<file path="config.mk">
export PLATFORM = sky130hd
export DESIGN_NAME = execute
export DESIGN_NICKNAME = d
export VERILOG_FILES = /design/src/source/cpuPackage.sv /design/src/source/execute.sv
export SDC_FILE = /design/constraint.sdc
export NUM_CORES = 1
export LEC_CHECK = 0
export BUFFER_PORTS_ARGS = -buffer_cell sky130_fd_sc_hd__clkbuf_2
export CAP_MARGIN = 25
export CORE_MARGIN = 3
export CORE_UTILIZATION = 55
export DETAILED_ROUTE_END_ITERATION = 6
export PLACE_DENSITY = 0.9
export SLEW_MARGIN = 15
export SYNTH_ARGS = -nofsm -noshare
export SYNTH_HDL_FRONTEND = slang
export SYNTH_SLANG_ARGS = --single-unit
</file>
<file path="constraint.sdc">
create_clock -name vclk -period 7
set_clock_uncertainty 0.1 [all_clocks]
set_input_delay 1.05 -clock vclk [all_inputs]
set_output_delay 1.05 -clock vclk [all_outputs]
set_load 0.01 [all_outputs]
</file>
<file path="src/source/cpuPackage.sv">
package cpuPackage;

   typedef logic [15:0] word_t;
   typedef logic [2:0]  regSel_t;
   typedef logic [4:0]  opcode_t;
   typedef logic [2:0]  aluOp_t;

   // Opcodes of the supported subset
   localparam opcode_t OP_HALT    = 5'b00000;
   localparam opcode_t OP_NOP     = 5'b00001;
   localparam opcode_t OP_ADDI    = 5'b01000;
   localparam opcode_t OP_SUBI    = 5'b01001;
   localparam opcode_t OP_XORI    = 5'b01010;
   localparam opcode_t OP_BEQZ    = 5'b01100;
   localparam opcode_t OP_BNEZ    = 5'b01101;
   localparam opcode_t OP_J       = 5'b00100;
   localparam opcode_t OP_JAL     = 5'b00110;
   localparam opcode_t OP_ST      = 5'b10000;
   localparam opcode_t OP_LD      = 5'b10001;
   localparam opcode_t OP_LBI     = 5'b11000;
   localparam opcode_t OP_RFORMAT = 5'b11011;

   localparam aluOp_t ALU_ADD   = 3'd0;
   localparam aluOp_t ALU_SUB   = 3'd1;
   localparam aluOp_t ALU_XOR   = 3'd2;
   localparam aluOp_t ALU_AND   = 3'd3;
   localparam aluOp_t ALU_PASSB = 3'd4;

   // Destination field select
   localparam logic [1:0] DST_RD   = 2'd0;
   localparam logic [1:0] DST_IMM  = 2'd1;
   localparam logic [1:0] DST_RS   = 2'd2;
   localparam logic [1:0] DST_LINK = 2'd3;

   // Immediate width and extension
   localparam logic [1:0] IMM_S5  = 2'd0;
   localparam logic [1:0] IMM_Z5  = 2'd1;
   localparam logic [1:0] IMM_S8  = 2'd2;
   localparam logic [1:0] IMM_S11 = 2'd3;

   localparam int IMEM_DEPTH = 256;
   localparam int DMEM_DEPTH = 256;
   localparam regSel_t LINK_REG = 3'd7;

   typedef struct packed {
      logic       halt;
      logic       jump;
      logic       jumpImm;
      logic       link;
      logic       branchZero;
      logic       branchNonZero;
      logic       memRead;
      logic       memWrite;
      logic       memToReg;
      logic       aluSrc;
      logic       regWrite;
      logic [1:0] regDst;
      logic [1:0] immSel;
      aluOp_t     aluOp;
   } controlSignals_t;

   typedef struct packed {
      logic    valid;
      regSel_t sel;
      word_t   data;
   } commit_t;

   typedef struct packed {
      logic       enable;
      logic [7:0] address;
      word_t      data;
   } programWrite_t;

endpackage

</file>
<file path="src/source/execute.sv">
`timescale 1ns/1ps

module execute (
   input  cpuPackage::word_t           read1Data,
   input  cpuPackage::word_t           read2Data,
   input  cpuPackage::word_t           immediate,
   input  cpuPackage::controlSignals_t controls,
   output cpuPackage::word_t           aluResult,
   output logic                        branchTaken
);
   import cpuPackage::*;

   word_t operandB;
   logic isZero;

   // Immediate forms take the extended immediate
   assign operandB = controls.aluSrc ? immediate : read2Data;

   always_comb begin
      case (controls.aluOp)
         ALU_ADD: begin
            aluResult = read1Data + operandB;
         end
         ALU_SUB: begin
            aluResult = read1Data - operandB;
         end
         ALU_XOR: begin
            aluResult = read1Data ^ operandB;
         end
         ALU_AND: begin
            aluResult = read1Data & operandB;
         end
         ALU_PASSB: begin
            // LBI result is the immediate itself
            aluResult = operandB;
         end
         default: begin
            aluResult = '0;
         end
      endcase
   end

   // Branch on first source
   assign isZero = (read1Data == '0);

   always_comb begin
      branchTaken = (controls.branchZero && isZero) ||
                    (controls.branchNonZero && !isZero);
   end

endmodule

</file>
==> impl_results.md <==
- Required @ worst endpoint: 5850 ps
- GRT overflow: 0
- Site Rows: 20
- Total wire length: 5.30 mm
- Initial core utilization: 60.5%
- Via count: 2,154
- Final Util: 71.8%
- Seq cells: 0
- Clkbuf count: 0
- Synth top area share: 20.6%
- Mapped Cells: 250
- Register area share after synthesis: 0%
- Max VDD drop: 0.0000579 V
- Total global-route track usage: 24.2%
- RSZ-0062 raised after global routing: no
- Ys Warns: 0
- Share of cells above drive strength 1: 28.8%
- Antenna Cells: 0
- Fin crit share: 81.1%
- Vias in the first global route: 2,023
- Final Setup Violations: 0
- Leak pwr: 1.20 nW
- Synth Net Count: 349
- Gpl congestion: 0.927
- Setup crit start kind: primary input
- HP Start: controls[13]
- Layout Cells excl Fill: 357
- Sequential cell area: 0 um2
- Vias/cell: 6.03
- DR WL/cell: 14.8 um
- Mean Syn Cell Area: 7.76 um2
- Status: completed
- Critical path class: in -> out
- Global-route wire length before repair: 8.49 mm
- Worst Hold End: branchTaken
- DRT iter0 DRCs: 150
- Fin crit period: 5680 ps
- Fmax: 176 MHz
- Max Cap Viol: 0
- Ranking of synthesized cells by area: ha_1 21%, mux2i_1 12%, xnor2_1 7.2%
- Die W: 65.4 um
- Power Density: 105 nW/um2
- HPWL after detailed placement: 4.49 mm
- Initial antenna violation count: 0
- Post-CTS Repair Setup Buffers: 0
- Cts repair resizes: 0
- TritonRoute pass-1 iters: 4
- Worst setup EP type: primary output
- Routed Antenna Nets: 0
- Critical Path AT: 4530 ps
- Pin count of the biggest net entering global routing: 21
- Residual DRC: 0
- DIE AREA: 4270 um2
- DP Area: 2300 um2
- Worst slew pin tran: 684 ps
- Boundary Pins: 83
- Most common cell in the synthesized netlist: ha_1
- Synth-to-Final Area Change: 18.6%
- Synth cell types: 46
- WHS Path Cells: 3
- Area of the multi-input gates: 1820 um2
- Final hold violations: 0
- Final slew viol count: 0
- Synth top cells by count: 32 x ha_1, 24 x mux2i_1, 20 x nor2_1
- Hold Buf Count CTS: 0
- Die Span Y: 65.4 um
- Design Power: 0.242 mW
- Cell total after placement: 357
- Post-Syn Area: 1940 um2
- Rel. slew slack: 54.4%
- Setup TNS: 0 ps
- Crit-path max FO: 20
- Final #Nets: 414
- Filler instances: 259
- HP Class: in -> out
- Core area: 3200 um2
- Post-route cell area: 2300 um2
- Port Buffers: 71
- Area leader, netlist: ha_1
==> stage by stage <==
step                      setup WS [ps]  hold slack (ps)
after floorplan                    2100             2100
after global placement             1400             2310
after detailed placement           1360             2320
after CTS                          1360             2320
after global routing               1120             2340
final                              1320             2320
==> worst max-delay path, stage by stage <==
cell and delay, ps:
clkbuf_2 470, mux2i_1 460, o21a_2 240, nand3_2 140, nand2_1 140, xor2_1 170
ha_1 330, a211o_1 300, a311oi_1 430, o21ai_1 150, xor2_1 160, a221o_1 350
clkbuf_2 130
==> worst max-delay path by stage <==
stage / cells past startpoint / slack, ps / from / to
finish: 13 / 1320 / controls[8] / aluResult[14]
global route: 14 / 1120 / controls[8] / aluResult[13]
global placement: 13 / 1400 / controls[8] / aluResult[14]
CTS: 13 / 1360 / controls[8] / aluResult[14]
detailed placement: 13 / 1360 / controls[8] / aluResult[14]
floorplan: 13 / 2100 / controls[8] / aluResult[14]
==> per-layer routing <==
metal | share of wire, % | vias up | wire length [um] | global-route usage, %
met4 | 1.0 | 0 | 54 | 3.89
met5 | 0 | - | 0 | 0
li1 | - | 1064 | - | -
met3 | 9.1 | 8 | 482 | 2.56
met1 | 45 | 975 | 2380 | 32.7
met2 | 45 | 107 | 2380 | 41.7
==> kinds of logic (layout without fill, tap and decap cells) <==
logic type	count (synthesis)	after routing	synth area share (%)
and+or+nand+nor	66	66	17.7
adders and majority gates	33	33	21.7
xor gates and xnor gates	28	28	12.6
muxes	32	32	17.7
buffers and inverters	26	89	6.26
AOI/OAI and AO/OA	65	65	23.9
==> power breakdown <==
| part | internal (mW) | switching (mW) | leakage, nW |
|---|---|---|---|
| combinational | 0.108 | 0.133 | 1.20 |
| sequential | 0 | 0 | 0 |
| clock | 0 | 0 | 0 |
==> placed cells by master (no fill, tap or decap), types with 3 or more instances in the layout <==
| cell type | instances |
|---|---|
| o31ai_1 | 4 |
| o22ai_1 | 3 |
| o21bai_1 | 3 |
| o22a_1 | 3 |
| ha_1 | 32 |
| a221o_1 | 8 |
| nor4_1 | 4 |
| mux2i_1 | 24 |
| inv_1 | 17 |
| mux2_2 | 3 |
| a21o_1 | 4 |
| xor2_1 | 12 |
| nand2b_1 | 4 |
| a21oi_1 | 10 |
| nand4_1 | 5 |
| clkbuf_2 | 71 |
| a31oi_1 | 5 |
| o21ai_0 | 11 |
| o221ai_1 | 5 |
| nor2_1 | 20 |
| nand2_1 | 17 |
| xnor2_1 | 16 |
| mux2i_2 | 4 |
==> final cells by class <==
class                           count  area share (%)
Tap cell                           44            2.39
Inverter                           17            2.77
Multi-Input combinational cell    224            79.1
Timing Repair Buffer               72            15.8
No activity file was read; power rests on OpenSTA's default activity.
