--- src/source/cpuPackage.sv ---
package cpuPackage;

   typedef logic [15:0] word_t;
   typedef logic [2:0]  regSel_t;
   typedef logic [4:0]  opcode_t;
   typedef logic [2:0]  aluOp_t;

   // Opcodes of the supported subset
   localparam opcode_t OP_HALT    = 5'b00000;
   localparam opcode_t OP_NOP     = 5'b00001;
   localparam opcode_t OP_ADDI    = 5'b01000;
   localparam opcode_t OP_SUBI    = 5'b01001;
   localparam opcode_t OP_XORI    = 5'b01010;
   localparam opcode_t OP_BEQZ    = 5'b01100;
   localparam opcode_t OP_BNEZ    = 5'b01101;
   localparam opcode_t OP_J       = 5'b00100;
   localparam opcode_t OP_JAL     = 5'b00110;
   localparam opcode_t OP_ST      = 5'b10000;
   localparam opcode_t OP_LD      = 5'b10001;
   localparam opcode_t OP_LBI     = 5'b11000;
   localparam opcode_t OP_RFORMAT = 5'b11011;

   localparam aluOp_t ALU_ADD   = 3'd0;
   localparam aluOp_t ALU_SUB   = 3'd1;
   localparam aluOp_t ALU_XOR   = 3'd2;
   localparam aluOp_t ALU_AND   = 3'd3;
   localparam aluOp_t ALU_PASSB = 3'd4;

   // Destination field select
   localparam logic [1:0] DST_RD   = 2'd0;
   localparam logic [1:0] DST_IMM  = 2'd1;
   localparam logic [1:0] DST_RS   = 2'd2;
   localparam logic [1:0] DST_LINK = 2'd3;

   // Immediate width and extension
   localparam logic [1:0] IMM_S5  = 2'd0;
   localparam logic [1:0] IMM_Z5  = 2'd1;
   localparam logic [1:0] IMM_S8  = 2'd2;
   localparam logic [1:0] IMM_S11 = 2'd3;

   localparam int IMEM_DEPTH = 256;
   localparam int DMEM_DEPTH = 256;
   localparam regSel_t LINK_REG = 3'd7;

   typedef struct packed {
      logic       halt;
      logic       jump;
      logic       jumpImm;
      logic       link;
      logic       branchZero;
      logic       branchNonZero;
      logic       memRead;
      logic       memWrite;
      logic       memToReg;
      logic       aluSrc;
      logic       regWrite;
      logic [1:0] regDst;
      logic [1:0] immSel;
      aluOp_t     aluOp;
   } controlSignals_t;

   typedef struct packed {
      logic    valid;
      regSel_t sel;
      word_t   data;
   } commit_t;

   typedef struct packed {
      logic       enable;
      logic [7:0] address;
      word_t      data;
   } programWrite_t;

endpackage

--- src/source/decode.sv ---
`timescale 1ns/1ps

module decode (
   input  logic                        clk,
   input  logic                        reset,
   input  cpuPackage::word_t           instruction,
   input  cpuPackage::controlSignals_t controls,
   input  logic                        halted,
   input  cpuPackage::word_t           aluResult,
   input  cpuPackage::word_t           readData,
   input  cpuPackage::word_t           nextPc,
   output cpuPackage::word_t           read1Data,
   output cpuPackage::word_t           read2Data,
   output cpuPackage::word_t           immediate,
   output cpuPackage::commit_t         commit
);
   import cpuPackage::*;

   word_t regFile [8];
   regSel_t writeSel;
   word_t writeData;

   assign read1Data = regFile[instruction[10:8]];
   assign read2Data = regFile[instruction[7:5]];

   always_comb begin
      case (controls.immSel)
         IMM_S5:  immediate = {{11{instruction[4]}}, instruction[4:0]};
         IMM_Z5:  immediate = {11'b0, instruction[4:0]};
         IMM_S8:  immediate = {{8{instruction[7]}}, instruction[7:0]};
         default: immediate = {{5{instruction[10]}}, instruction[10:0]};
      endcase
   end

   always_comb begin
      case (controls.regDst)
         DST_RD:  writeSel = instruction[4:2];
         DST_IMM: writeSel = instruction[7:5];
         DST_RS:  writeSel = instruction[10:8];
         default: writeSel = LINK_REG;
      endcase
   end

   // Write-back source
   always_comb begin
      if (controls.link) begin
         writeData = nextPc;
      end else if (controls.memToReg) begin
         writeData = readData;
      end else begin
         writeData = aluResult;
      end
   end

   // Nothing commits while reset is held or once halted
   assign commit.valid = controls.regWrite && !halted && !reset;
   assign commit.sel = writeSel;
   assign commit.data = writeData;

   always_ff @(posedge clk) begin
      if (reset) begin
         for (int i = 0; i < 8; i++) begin
            regFile[i] <= '0;
         end
      end else if (commit.valid) begin
         regFile[commit.sel] <= commit.data;
      end
   end

endmodule

--- config.mk ---
export PLATFORM = sky130hd
export DESIGN_NAME = decode
export DESIGN_NICKNAME = d
export VERILOG_FILES = /design/src/source/cpuPackage.sv /design/src/source/decode.sv
export SDC_FILE = /design/constraint.sdc
export NUM_CORES = 1
export LEC_CHECK = 0
export BUFFER_PORTS_ARGS = -buffer_cell sky130_fd_sc_hd__buf_2
export CORE_MARGIN = 2
export CORE_UTILIZATION = 25
export CTS_CLUSTER_DIAMETER = 120
export CTS_CLUSTER_SIZE = 24
export DETAILED_ROUTE_END_ITERATION = 12
export GPL_ROUTABILITY_DRIVEN = 0
export PLACE_DENSITY = 0.41
export SYNTH_ARGS = -nofsm -noshare
export SYNTH_HDL_FRONTEND = slang
export SYNTH_SLANG_ARGS = --single-unit
--- constraint.sdc ---
create_clock -name clk -period 2.7 [get_ports clk]
set_input_delay 0.405 -clock clk [delete_from_list [all_inputs] [get_ports clk]]
set_output_delay 0.405 -clock clk [all_outputs]
set_load 0.05 [all_outputs]
==> impl_metrics.toml <==
[layout]
fin_nets = 738
largest_reg_flops = 128
reg_top3 = "regFile x128"
areaGrowthSynthToFinish_pct = 26.1
fin_util = 0.321
antennaDiodeCount = 0
final_cells = 1042
fillers = 2820
largest-register = "regFile"
drive_above_1_share = 0.473

[drt]
wire_per_inst_microns = 20.9
drc_errors = 0
drt_iter0_drc = 303
num_vias = 4807
vias_per_cell = 4.61
detail-route-antenna-nets = 0
dr.pass1.iters = 4
wl_mm = 21.8

[critical_path]
cp_slowest_cell = "mux4_2"
path_max_fanout = 14
criticalPathCategory = "input port to output port"
worstPathRequired_ns = 2.30
startpoint_type = "input port"
crit_chain = "buf_2 > buf_4 > mux4_2 > mux2_2 > buf_2"
crit_top_cell = "buf_2"
slowest_delay_ns = 0.56
worstSetupEndpointType = "output port"
arrival_ns = 1.96

[global_routing]
grt_antenna_before_repair = 0
grt_max_degree = 36
grt_pass1_wl_mm = 31.3
grt_pass1_vias = 5083
gr-total-overflow = 0
track_usage = 0.152

[yosys]
syn_inst = 500
ys_seq_elements = 128
syn_avg_cell_area_sq_um = 14.1
synth_warnings = 0
ys_seq_area_frac = 0.544
netlist_area_sq_um = 7070
ys_types = 26
syn_nets = 585

[power]
p_leak_nw = 3.44
switching_share = 0.281
internal_power_mw = 4.17
pwr-share-clk = 0.382
switchingPower_mw = 1.62
p_total_mw = 5.79
seqPwrFrac = 0.408
pwr_density_cell_nw_per_um2 = 649
vdd_drop_max_mv = 0.277
p_comb_frac = 0.210

[clock_network]
cts_tree = "yes"
htree_levels = 4
post_cts_buffers = 0
cts-hold-fix-buffers = 0
path_clk_slew_ns = 0.05
clockRootBuffer = "clkbuf_16"
clock_path_buffers = 2
cts_made_buffers = 17
clock_sinks = 128
cts_resized = 0

[floorplan]
row_count = 61
die_w_microns = 172
coreArea_sq_um = 27800
die_h_microns = 172
die_area_sq_um = 29600
io_pins = 153
start_util = 0.255

[timing]
hold_violations = 0
slew_violations = 0
timing.setup.tns_ns = 0
period_needed_ns = 2.37
fmax_mhz = 422
period_share = 0.878
rsz0062_at_grt = "false"
maxSlewHeadroom = 0.621
worstMarginPinSlew_ns = 0.568
final-setup-viol-count = 0

[run_status]
status = "complete, no violations"

[job]
cap_violations = 0

[placed_design]
dp_cells = 1012
port_buffers = 132
dp_hpwl_mm = 14.3

[hold_path]
hp-class = "input port to flop"
==> synth_stat cells, drive strengths merged <==
library cell / count / area (sq um)
nor3b: 2 / 26.3
a21oi: 16 / 80.1
edfxtp: 128 / 3840
nand4: 4 / 25.0
a31o: 3 / 26.3
a21o: 3 / 22.5
buf: 32 / 235
mux2: 35 / 402
o221ai: 1 / 8.76
inv: 19 / 71.3
o22ai: 3 / 38.8
mux2i: 16 / 160
nor2b: 1 / 6.26
nor2: 144 / 541
mux4: 64 / 1440
or3: 4 / 25.0
clkbuf: 16 / 60.1
nand2b: 9 / 58.8
==> final timing paths <==
| check | start | endpoint | slack, ns | depth (start not counted) |
|---|---|---|---|---|
| worst max-delay path | instruction[5] | read2Data[14] | 0.33 | 5 |
| worst min-delay path | nextPc[15] | regFile[2][15] | 0.49 | 4 |
==> cell type report <==
cell class / instances / area, sq um / area share
flip-flops and latches: 128 / 3840 / 0.431
multi-input cells: 305 / 2860 / 0.321
well taps: 378 / 473 / 0.0530
clock inverters: 9 / 118 / 0.0132
inverters: 19 / 71.3 / 0.00800
clock buffers: 21 / 440 / 0.0494
repair buffers: 182 / 1110 / 0.125
==> metrics by stage <==
step | worst slack [ns] | instance area [sq um] | hold WS [ns]
floorplan | 0.161 | 7070 | 0.745
global placement | 0.288 | 8360 | 0.811
detailed placement | 0.288 | 8360 | 0.811
CTS | 0.284 | 8920 | 0.474
global route | 0.254 | 8920 | 0.496
finish | 0.330 | 8920 | 0.492
==> cells by family after synthesis <==
family | synth area share
compound gates | 0.0249
simple gates | 0.0964
buf+inv | 0.0518
flops | 0.544
mux | 0.283
==> metal layers <==
layer  wire length [microns]  GRT usage  vias up
met2                   12400      0.291      164
met1                    7930      0.168     2430
met4                     384     0.0574        0
met5                       0          0        -
li1                        -          -     2190
met3                    1050     0.0220       23
==> cell usage in the layout, fill, tap and decap left out <==
cell type and n:
nor2_1 144, buf_2 132, edfxtp_1 128, mux4_2 64, buf_4 44, mux2_2 33, inv_1 17, clkbuf_16 17
mux2i_1 16, a21oi_1 16, nand2b_1 8, buf_12 6, nand4_1 4, or3_1 4, clkinv_2 4, clkbuf_1 4
a21o_1 3, a31o_2 3, bufinv_16 3, mux2_4 2, inv_2 2, clkinv_1 2, nand2b_2 1, o22ai_1 1
o22ai_4 1, nor3b_1 1, nor2b_1 1, o22ai_2 1, nor3b_4 1, o221ai_1 1
==> worst max-delay path: cells and delay by family <==
kind	cells	cell delay [ns]
multiplexers	2	0.87
buffers and inverters	3	0.68
==> power by group through the flow <==
stage / Sequential (mW) / Clock (mW) / Combinational [mW]
floorplan: 2.38 / 0 / 0.876
global placement: 2.39 / 0 / 1.23
detailed placement: 2.40 / 0 / 1.24
CTS: 2.36 / 2.26 / 1.24
global route: 2.38 / 2.35 / 1.29
finish: 2.36 / 2.21 / 1.22
(Power assumes the default switching activity.)
