`config.mk`:
```
export PLATFORM = sky130hd
export DESIGN_NAME = fetch
export DESIGN_NICKNAME = d
export VERILOG_FILES = /design/src/source/cpuPackage.sv /design/src/source/fetch.sv
export SDC_FILE = /design/constraint.sdc
export NUM_CORES = 2
export LEC_CHECK = 0
export BUFFER_PORTS_ARGS = -buffer_cell sky130_fd_sc_hd__buf_2
export CAP_MARGIN = 20
export CORE_ASPECT_RATIO = 0.75
export CORE_UTILIZATION = 58
export CTS_BUF_LIST = sky130_fd_sc_hd__clkbuf_4 sky130_fd_sc_hd__clkbuf_8 sky130_fd_sc_hd__clkbuf_16
export CTS_CLUSTER_DIAMETER = 100
export DETAILED_ROUTE_END_ITERATION = 7
export HOLD_SLACK_MARGIN = 0.03
export PLACE_DENSITY = 0.8
export SYNTH_ARGS = -nofsm -noshare
export SYNTH_HDL_FRONTEND = slang
export SYNTH_SLANG_ARGS = --single-unit
```
`constraint.sdc`:
```
create_clock -name clk -period 3.74 [get_ports clk]
set_clock_uncertainty 0.15 [all_clocks]
set_input_delay 0.187 -clock clk [delete_from_list [all_inputs] [get_ports clk]]
set_output_delay 0.187 -clock clk [all_outputs]
set_load 0.1 [all_outputs]
```
`src/source/cpuPackage.sv`:
```
package cpuPackage;

   typedef logic [15:0] word_t;
   typedef logic [2:0]  regSel_t;
   typedef logic [4:0]  opcode_t;
   typedef logic [2:0]  aluOp_t;

   // Opcodes of the supported subset
   localparam opcode_t OP_HALT    = 5'b00000;
   localparam opcode_t OP_NOP     = 5'b00001;
   localparam opcode_t OP_ADDI    = 5'b01000;
   localparam opcode_t OP_SUBI    = 5'b01001;
   localparam opcode_t OP_XORI    = 5'b01010;
   localparam opcode_t OP_BEQZ    = 5'b01100;
   localparam opcode_t OP_BNEZ    = 5'b01101;
   localparam opcode_t OP_J       = 5'b00100;
   localparam opcode_t OP_JAL     = 5'b00110;
   localparam opcode_t OP_ST      = 5'b10000;
   localparam opcode_t OP_LD      = 5'b10001;
   localparam opcode_t OP_LBI     = 5'b11000;
   localparam opcode_t OP_RFORMAT = 5'b11011;

   localparam aluOp_t ALU_ADD   = 3'd0;
   localparam aluOp_t ALU_SUB   = 3'd1;
   localparam aluOp_t ALU_XOR   = 3'd2;
   localparam aluOp_t ALU_AND   = 3'd3;
   localparam aluOp_t ALU_PASSB = 3'd4;

   // Destination field select
   localparam logic [1:0] DST_RD   = 2'd0;
   localparam logic [1:0] DST_IMM  = 2'd1;
   localparam logic [1:0] DST_RS   = 2'd2;
   localparam logic [1:0] DST_LINK = 2'd3;

   // Immediate width and extension
   localparam logic [1:0] IMM_S5  = 2'd0;
   localparam logic [1:0] IMM_Z5  = 2'd1;
   localparam logic [1:0] IMM_S8  = 2'd2;
   localparam logic [1:0] IMM_S11 = 2'd3;

   localparam int IMEM_DEPTH = 256;
   localparam int DMEM_DEPTH = 256;
   localparam regSel_t LINK_REG = 3'd7;

   typedef struct packed {
      logic       halt;
      logic       jump;
      logic       jumpImm;
      logic       link;
      logic       branchZero;
      logic       branchNonZero;
      logic       memRead;
      logic       memWrite;
      logic       memToReg;
      logic       aluSrc;
      logic       regWrite;
      logic [1:0] regDst;
      logic [1:0] immSel;
      aluOp_t     aluOp;
   } controlSignals_t;

   typedef struct packed {
      logic    valid;
      regSel_t sel;
      word_t   data;
   } commit_t;

   typedef struct packed {
      logic       enable;
      logic [7:0] address;
      word_t      data;
   } programWrite_t;

endpackage

```
`src/source/fetch.sv`:
```
`timescale 1ns/1ps

module fetch (
   input  logic                        clk,
   input  logic                        reset,
   input  cpuPackage::programWrite_t   programWrite,
   input  cpuPackage::controlSignals_t controls,
   input  logic                        illegal,
   input  logic                        branchTaken,
   input  cpuPackage::word_t           jumpTarget,
   input  cpuPackage::word_t           immediate,
   output cpuPackage::word_t           instruction,
   output cpuPackage::word_t           nextPc,
   output logic                        halted,
   output logic                        err
);
   import cpuPackage::*;

   word_t instrMem [IMEM_DEPTH];
   word_t pc;
   word_t pcTarget;

   // Byte addressed, so drop bit 0
   assign instruction = instrMem[pc[8:1]];
   assign nextPc = pc + 16'd2;

   always_comb begin
      if (controls.jump) begin
         pcTarget = jumpTarget;
      end else if (branchTaken || controls.jumpImm) begin
         pcTarget = nextPc + immediate;
      end else begin
         pcTarget = nextPc;
      end
   end

   always_ff @(posedge clk) begin
      if (programWrite.enable) begin
         instrMem[programWrite.address] <= programWrite.data;
      end
   end

   always_ff @(posedge clk) begin
      if (reset) begin
         pc <= '0;
         halted <= 1'b0;
         err <= 1'b0;
      end else if (!halted) begin
         // Stop on halt or illegal opcode, PC stays on it
         if (controls.halt || illegal) begin
            halted <= 1'b1;
            err <= illegal;
         end else begin
            pc <= pcTarget;
         end
      end
   end

endmodule

```
==> impl_metrics.csv <==
group,metric,value,unit
status,outcome,"finished with violations",
status,violations,"design-rule violations, negative setup slack",
routing,via_per_inst,7.48,
final_layout,nFillCells,14800,
routing,first_pass_iters,8,
worst_setup_path,crit_arrival,4.33,ns
final_layout,multi_input_area,34400,um2
worst_setup_path,cp_max_fo,11,
final_layout,fin_nets,7626,
sta,period_needed,4.67,ns
worst_setup_path,endpoint_kind,"output pin",
floorplan,start_util,58.6,%
synthesis,synth_nets,6665,
synthesis,syn_area,159000,um2
final_layout,drive_gt1_share,37.3,%
worst_setup_path,worstReg2RegStart,"pc[6]",
power_and_ir_drop,leakage,56.8,nW
floorplan,pin_count,113,
routing,num_vias,85400,
synthesis,seq_area_frac_synth,77.9,%
placed_design,portBuffers,97,
clock_tree,root_buffer,"clkbuf_16",
global_route,grtUsageTotal,34.7,%
synthesis,yosysWarnings,0,
floorplan,num_rows,165,
placed_design,dp_hpwl,235000,um
floorplan,die_y,455,um
power_and_ir_drop,power_density,521,nW/um2
synthesis,synth.distinct_cells,47,
clock_tree,htree_levels,5,
clock_tree,clock_latency,0.89,ns
sta,relSlewSlack,2.84,%
final_layout,area_growth,16.4,%
routing,first_iter_violations,17600,
clock_tree,clk_path_buf_depth,4,
worst_setup_path,worstPathRequired,3.40,ns
worst_setup_path,worst-setup-path-type,"reg -> out",
worst_setup_path,cpPeakStageDelay,0.60,ns
sta,grt_setup_unrepaired,"true",
floorplan,die-area,275000,um2
run,cap_violations,0,
sta,setup_viol,16,
clock_tree,cts_buffers,359,
global_route,grt-ovfl-total,0,
synthesis,avgSynthCellArea,24.1,um2
worst_setup_path,crit_chain,"buf_12 > buf_16 > buf_12 > buf_16 > mux4_2 > mux4_2 > nor2b_1 > a221oi_1 > buf_4 > a21oi_2 > buf_12",
worst_setup_path,slowest_stage,"mux4_2",
placed_design,dp_slack,-0.515,ns
clock_tree,clock-sinks,4122,
worst_setup_path,ff2ff_setup_slack,0.10,ns
synthesis,async_flop_share,0,%
sta,tightest_slew,1.46,ns
routing,drt_wl_total,496000,um
worst_setup_path,start_kind,"flip-flop",
global_route,antenna_found_initial,37,
final_layout,layout_commonest_cell,"edfxtp_1",
clock_tree,cts_tree,"yes",
final_layout,final-seq-area,124000,um2
clock_tree,cts.clk_slew.worst_paths,0.07,ns
floorplan,core,271000,um2
routing,ant_nets,0,
sta,fin_ws,-0.928,ns
synthesis,netlist_instances,6566,
power_and_ir_drop,ir_drop,0.457,mV
sta,slew_violations,0,
routing,wl_per_cell,43.4,um
hold_path,holdCritStartpoint,"immediate[4]",
sta,max_freq,214,MHz
synthesis,synth-edff-count,4096,
worst_setup_path,cpMostUsedCell,"buf_12",
global_route,grt_max_degree,169,
final_layout,final_cell_mix,"edfxtp_1, mux4_2, buf_4",
hold_path,hp-class,"in -> reg",
synthesis,synth-main-ff-cell,"edfxtp_1",
final_layout,finish.utilization,68.1,%
synthesis,ys_ff_latch,4122,
floorplan,die_x,606,um
sta,hold_viol_final,0,
routing,post-route-drc-count,1,
placed_design,place_congestion,0.896,
global_route,grt_pass1_wl,657000,um
sta,post-route-period-util,125,%
global_route,grt_pass1_vias,83400,
## what timing repair did
action | CTS | global route
endpoints found under the setup margin | 16 | 21
setup buffers | 49 | 67
pin swaps | 12 | 12
endpoints found under the hold margin | 1970 | 0
hold buffers | 79 | 0
gates cloned | 11 | 10
resized for setup | 172 | 94
## registers in the layout, indices dropped and copies added, names as in the netlist, named ones only
signal    cells
instrMem   4096
halted        1
err           1
pc           16
## layout make-up
cell class | instances | share of cell area (%)
Clock buffer | 434 | 5.26
Inverter | 9 | 0.0183
Tap cell | 3590 | 2.44
Timing Repair Buffer | 973 | 5.46
Sequential cell | 4122 | 67.0
Multi-Input combinational cell | 2062 | 18.6
Clock inverter | 209 | 1.16
Antenna cell | 28 | 0.0380
## critical path: cells and delay by family, from the launching register on
family	cells	cell delay (ns)
AOI/OAI and AO/OA	2	0.41
buffers and inverters	6	1.17
DFF	1	0.40
muxes	2	1.17
and+or+nand+nor	1	0.22
## synthesized netlist by cell type, drive strengths merged (14+ instances only)
master  number  area, um2
a21oi       40        200
mux2i       66        661
edfxtp    4096     123000
nor2b       28        175
nand3       61        305
nor2       288       1080
clkbuf     225        845
a221oi      17        149
mux4      1280      28800
nand2b      20        125
a31oi       34        213
nand2       46        173
o21ai       17       85.1
dfxtp       26        521
ha          19        238
buf        148        788
xnor2       14        123
a22oi       48        360
## cells by family (layout without fill, tap and decap cells)
kind of cell | after synthesis | count (layout) | synth area share, %
simple gates | 483 | 483 | 1.32
xor+xnor | 24 | 24 | 0.133
buf+inv | 382 | 1625 | 1.05
mux | 1346 | 1346 | 18.6
fa+ha+maj | 20 | 20 | 0.163
compound gates | 189 | 189 | 0.801
other cells | 0 | 28 | 0
flops | 4122 | 4122 | 77.9
## metrics by stage
stage	setup TNS [ns]	std cells	hold slack, ns	total power [mW]	area [um2]
after floorplan	-0.0636	6566	0.136	54.4	159000
after global placement	-1.49	10600	0.327	56.7	169000
after detailed placement	-1.86	10600	0.330	56.8	169000
after CTS	-11.45	11300	0.0317	94.9	183000
after global routing	-13.00	11400	0.0445	97.3	184000
final	-13.48	11400	0.0370	96.1	184000
## layer usage
metal  share of wire (%)  up-vias  global-route usage, %
met3                  16     2156                   10.4
met5               0.048        -                      0
met2                  47     9844                   55.1
li1                    -    30300                      -
met4                 6.7       26                   16.5
met1                  30    43100                   44.6
## worst paths after layout
kind,cells past startpoint,to
max,11,instruction[0]
min,6,pc[10]
max reg2reg,11,pc[14]
min reg2reg,2,pc[15]
## where the power goes
group          switching (mW)  internal [mW]
combinational            3.64           2.23
sequential             0.0854           50.8
clock                    17.9           21.4
total                    21.6           74.5
Power figures use the tool's default switching activity.
