===== src/source/cpuPackage.sv =====
package cpuPackage;

   typedef logic [15:0] word_t;
   typedef logic [2:0]  regSel_t;
   typedef logic [4:0]  opcode_t;
   typedef logic [2:0]  aluOp_t;

   // Opcodes of the supported subset
   localparam opcode_t OP_HALT    = 5'b00000;
   localparam opcode_t OP_NOP     = 5'b00001;
   localparam opcode_t OP_ADDI    = 5'b01000;
   localparam opcode_t OP_SUBI    = 5'b01001;
   localparam opcode_t OP_XORI    = 5'b01010;
   localparam opcode_t OP_BEQZ    = 5'b01100;
   localparam opcode_t OP_BNEZ    = 5'b01101;
   localparam opcode_t OP_J       = 5'b00100;
   localparam opcode_t OP_JAL     = 5'b00110;
   localparam opcode_t OP_ST      = 5'b10000;
   localparam opcode_t OP_LD      = 5'b10001;
   localparam opcode_t OP_LBI     = 5'b11000;
   localparam opcode_t OP_RFORMAT = 5'b11011;

   localparam aluOp_t ALU_ADD   = 3'd0;
   localparam aluOp_t ALU_SUB   = 3'd1;
   localparam aluOp_t ALU_XOR   = 3'd2;
   localparam aluOp_t ALU_AND   = 3'd3;
   localparam aluOp_t ALU_PASSB = 3'd4;

   // Destination field select
   localparam logic [1:0] DST_RD   = 2'd0;
   localparam logic [1:0] DST_IMM  = 2'd1;
   localparam logic [1:0] DST_RS   = 2'd2;
   localparam logic [1:0] DST_LINK = 2'd3;

   // Immediate width and extension
   localparam logic [1:0] IMM_S5  = 2'd0;
   localparam logic [1:0] IMM_Z5  = 2'd1;
   localparam logic [1:0] IMM_S8  = 2'd2;
   localparam logic [1:0] IMM_S11 = 2'd3;

   localparam int IMEM_DEPTH = 256;
   localparam int DMEM_DEPTH = 256;
   localparam regSel_t LINK_REG = 3'd7;

   typedef struct packed {
      logic       halt;
      logic       jump;
      logic       jumpImm;
      logic       link;
      logic       branchZero;
      logic       branchNonZero;
      logic       memRead;
      logic       memWrite;
      logic       memToReg;
      logic       aluSrc;
      logic       regWrite;
      logic [1:0] regDst;
      logic [1:0] immSel;
      aluOp_t     aluOp;
   } controlSignals_t;

   typedef struct packed {
      logic    valid;
      regSel_t sel;
      word_t   data;
   } commit_t;

   typedef struct packed {
      logic       enable;
      logic [7:0] address;
      word_t      data;
   } programWrite_t;

endpackage


===== src/source/dataMemory.sv =====
`timescale 1ns/1ps

module dataMemory (
   input  logic                        clk,
   input  cpuPackage::word_t           address,
   input  cpuPackage::word_t           writeData,
   input  cpuPackage::controlSignals_t controls,
   input  logic                        halted,
   output cpuPackage::word_t           readData
);
   import cpuPackage::*;

   word_t mem [DMEM_DEPTH];
   logic [7:0] wordIndex;

   // Word index from byte address
   assign wordIndex = address[8:1];

   always_ff @(posedge clk) begin
      if (controls.memWrite && !halted) begin
         mem[wordIndex] <= writeData;
      end
   end

   assign readData = controls.memRead ? mem[wordIndex] : '0;

endmodule


===== config.mk =====
export PLATFORM = sky130hd
export DESIGN_NAME = dataMemory
export DESIGN_NICKNAME = d
export VERILOG_FILES = /design/src/source/cpuPackage.sv /design/src/source/dataMemory.sv
export SDC_FILE = /design/constraint.sdc
export NUM_CORES = 2
export LEC_CHECK = 0
export BUFFER_PORTS_ARGS = -buffer_cell sky130_fd_sc_hd__clkbuf_2
export CAP_MARGIN = 20
export CORE_ASPECT_RATIO = 0.75
export CORE_MARGIN = 3
export CORE_UTILIZATION = 25
export CTS_CLUSTER_SIZE = 16
export DETAILED_ROUTE_END_ITERATION = 10
export GPL_TIMING_DRIVEN = 0
export PLACE_DENSITY = 0.47
export SLEW_MARGIN = 20
export SYNTH_ARGS = -nofsm -noshare
export SYNTH_HDL_FRONTEND = slang
export SYNTH_SLANG_ARGS = --single-unit

===== constraint.sdc =====
create_clock -name clk -period 8.45 [get_ports clk]
set_input_delay 0.845 -clock clk [delete_from_list [all_inputs] [get_ports clk]]
set_output_delay 0.845 -clock clk [all_outputs]
set_load 0.01 [all_outputs]

==> run summary <==
The flow ran to the end, and the final reports show no timing, DRC or antenna violations. After the first detailed-routing iteration, the DRC count stood at approximately 12k. Yosys printed 0 warnings. From left edge to right edge, the die measures ~900 um. The switching component of the power is between 9 and 10 mW. The critical path runs through a total of 12 cells. The final total power came out at approximately 43 mW. Of all cell types, the one taking the most synthesized area is sky130_fd_sc_hd__edfxtp_1. The post-synth design cell area is 157,000 um^2.

OpenSTA, run right after detailed placement, puts the worst setup slack at approximately 0.70 ns. The internal cell power came out at approximately 33 mW. Of the cells placed in the final design, the portion with a size suffix greater than 1 is 0.278. The clock transition at the register clock pins on the worst setup and hold paths after CTS came out at approximately 0.06 ns. In the routed design, unresolved DRC markers number 0. The starting utilization of the core area came out at 0.252. The clock tree from TritonCTS is built. The sink count of the clock tree came out at ~4.1k.

In the post-synthesis netlist, the biggest area contributors are sky130_fd_sc_hd__edfxtp_1 78%, sky130_fd_sc_hd__mux4_2 13%, sky130_fd_sc_hd__mux2i_1 2.8%, sky130_fd_sc_hd__a22oi_1 0.87%, sky130_fd_sc_hd__nor2_1 0.64%. The length of the first detailed-routing pass in iterations came out at 8. The die area is 640,000 um^2. STA classifies the critical path endpoint as an output port. The commonest register cell after synthesis is sky130_fd_sc_hd__edfxtp_1. Setup slack on the critical path of the routed design comes to 0.497 ns.

The cell occurring most often along the worst timing path is sky130_fd_sc_hd__buf_2. The number of primary I/O pins is 68. After detailed routing, the total wire length is around 540 mm.

Grouping stages by cell kind, the critical path spends the most delay in buffers and inverters. Of the synthesized area, sequential elements account for 0.781. The area share of the largest cell type after synthesis came out at 0.781.

The worst hold path cell count came out at 1. The placed instance area is roughly 170,000 um^2. The gate count of the mapped netlist is roughly 7.2k. On the critical path, the stage with the largest delay is an instance of sky130_fd_sc_hd__buf_2. The worst slew margin relative to its limit is 0.134. The estimated wirelength of the detail-placed design is around 380 mm.

For this design the ratio of total power to cell area is 229 nW/um^2. The number of CTS-inserted buffers came out at 399. The most frequent cell after synthesis is sky130_fd_sc_hd__edfxtp_1.

The number of global-route vias before repair is between 80k and 90k. The number of storage elements in the synthesis netlist came out at a little over 4k. The worst hold endpoint is mem[140][8]$_DFFE_PP_. The number of buffer and inverter instances along the worst setup path is 6. The maximum level of the CTS H-tree is 5. The number of maximum-capacitance constraint violations came out at 0. The commonest cells after synthesis are 4,096 x sky130_fd_sc_hd__edfxtp_1, 887 x sky130_fd_sc_hd__mux4_2, 442 x sky130_fd_sc_hd__mux2i_1. From bottom edge to top edge, the die measures about 690 um. The register with the most flip-flops is mem. The critical path in this run is classified as in -> out.

The number of buffers inserted for hold repair after clock tree synthesis came out at 0. The final max-slew violation count came out at 0. The layout-stage area growth over the synthesis result came out at 18.1%. The via count of the routed design is 82.0k. The initial antenna violation count came out at 64. The row count came out at 251. STA puts the critical path data arrival time at around 7.1 ns. The number of library cell types mapped by synthesis came out at 56. The share of async-settable or async-resettable flops after synthesis came out at 0.

The tree is rooted in a sky130_fd_sc_hd__clkbuf_16. The global placement routability congestion is about 0.98. The post-route fraction of the period consumed by the critical path came out at 0.941.

The global routing usage summed across all routing layers is 0.164. The average footprint of a synthesized cell is ~22 um^2. The clock network fraction of design power is 0.415. The post-placement cell count is approximately 16k.

Traced cell by cell, the critical path runs through buf_4, buf_4, buf_2, buf_2, buf_2, mux2i_1, o22ai_1, nor3_1, o2111ai_1, o211ai_1, a221oi_1, clkbuf_2. The peak supply drop is roughly 0.00018 V. The average wire length per cell after detail routing came out at between 30 and 40 um. Post-CTS timing repair inserted 0 buffers for setup. Setup repair after global routing left no endpoint under its margin. The number of flops mapped to enable cells by yosys came out at about 4.1k. The final instance area came out at 186,000 um^2. At the pin with the least slew margin, the transition time is approximately 1.3 ns.

The largest stage delay on the critical path came out at between 0.8 and 0.9 ns. The tightest min-delay check is of the in -> reg type. The total negative setup slack came out at 0 ns. The maximum number of pins on one net before global-route repair came out at 116. The number of fill cells is 60.2k. The maximum clock frequency is approximately 130 MHz. The register with the most flip-flops in the layout has between 4k and 5k of them.

The post-synthesis net count came out at approximately 7.3k. The minimum period implied by the final worst setup slack came out at 7.95 ns. Input and output buffers added on the ports amount to 40. The critical path required time came out at ~7.6 ns. The remaining global-route overflow came out at 0. The total count of hold-check failures in the final report is 0. The clock passes through at most 4 buffers. The detail-routed via count per cell is between 4 and 5. The power share of the sequential group is 0.526. The leakage power of the design came out at 56.6 nW. The worst hold path begins at writeData[8].

The count of nets left with antenna violations after detail routing is 0. The number of nets at the end of the flow came out at 7,932. The wire length of the first global-routing pass came out at about 720 mm. Of the total power, combinational logic draws 0.059.

The largest registers in the layout are mem x4096. The kind of start point of the critical path is an input pin. The number of gates resized after CTS was 0. The switching part of the total came out at 0.229.

The final setup violation count is 0. The number of non-filler instances in the completed layout came out at roughly 17k. The core area came out at roughly 630,000 um^2. The largest fanout on the critical path came out at 10.
==> worst max-delay path by stage <==
| stage | startpoint | slack [ns] | end |
|---|---|---|---|
| detailed placement | address[2] | 0.70 | readData[7] |
| global route | address[2] | 0.52 | readData[7] |
| floorplan | address[1] | 4.64 | readData[14] |
| global placement | address[4] | -0.38 | mem[136][10]$_DFFE_PP_ |
| CTS | address[2] | 0.71 | readData[7] |
| finish | address[2] | 0.50 | readData[7] |
==> logic make-up after synthesis <==
| family | count (synthesis) | synth area share |
|---|---|---|
| compound gates | 693 | 0.0317 |
| flops | 4096 | 0.781 |
| simple gates | 619 | 0.0179 |
| mux | 1337 | 0.155 |
| buf+inv | 454 | 0.0139 |
==> cell type report <==
class,instances,area (um^2),share of cell area
antenna,18,45.0,0.000242
timing repair buffer,280,4030,0.0217
buffer,448,2250,0.0121
multi-input combinational,2649,33500,0.180
clock inverter,241,2220,0.0119
clock buffer,493,10400,0.0562
tap,8349,10400,0.0562
inverter,6,22.5,0.000121
sequential,4096,123000,0.662
==> placed cells by master (no fill, tap or decap), drive strengths merged, types with 3 or more instances in the layout <==
cell and n:
o21ai 38, bufinv 31, clkinv 184, o22ai 63
a2111oi 3, nor2b 13, a31oi 33, nand2b 19
o211ai 60, clkinvlp 14, mux2i 442, a221oi 37
a22o 46, nand2 81, mux4 887, a311oi 3
nor2 270, diode 18, edfxtp 4096, a32oi 28
clkbuf 738, a21oi 94, nand4 16, and3b 3
o2111ai 61, and3 19, buf 483, nor3 30
inv 18, a22oi 182, nand3 145, mux2 8
and2 7, nor3b 3, o32ai 6, a21boi 15
a211oi 18
==> layer usage <==
metal | GRT usage | part of all wire
met1 | 0.244 | 0.44
met2 | 0.230 | 0.42
met3 | 0.0494 | 0.11
met4 | 0.0436 | 0.030
met5 | 0 | 0.00018
==> power groups by stage <==
stage                     clock network (mW)  registers, mW  logic [mW]
after detailed placement                   0           22.8        2.48
after global placement                     0           23.0        2.33
after CTS                               18.0           22.4        2.48
final                                   17.7           22.4        2.51
after global routing                    18.8           22.4        2.58
after floorplan                            0           22.8        1.02
==> stage by stage <==
stage | hold slack, ns | utilization
2_1_floorplan | 0.944 | -
6_report | 0.189 | 0.297
3_5_place_dp | 1.22 | 0.277
5_1_grt | 0.172 | 0.297
4_1_cts | 0.128 | 0.297
3_3_place_gp | 2.25 | 0.269
Note: power is estimated with default switching activity, not from simulation.
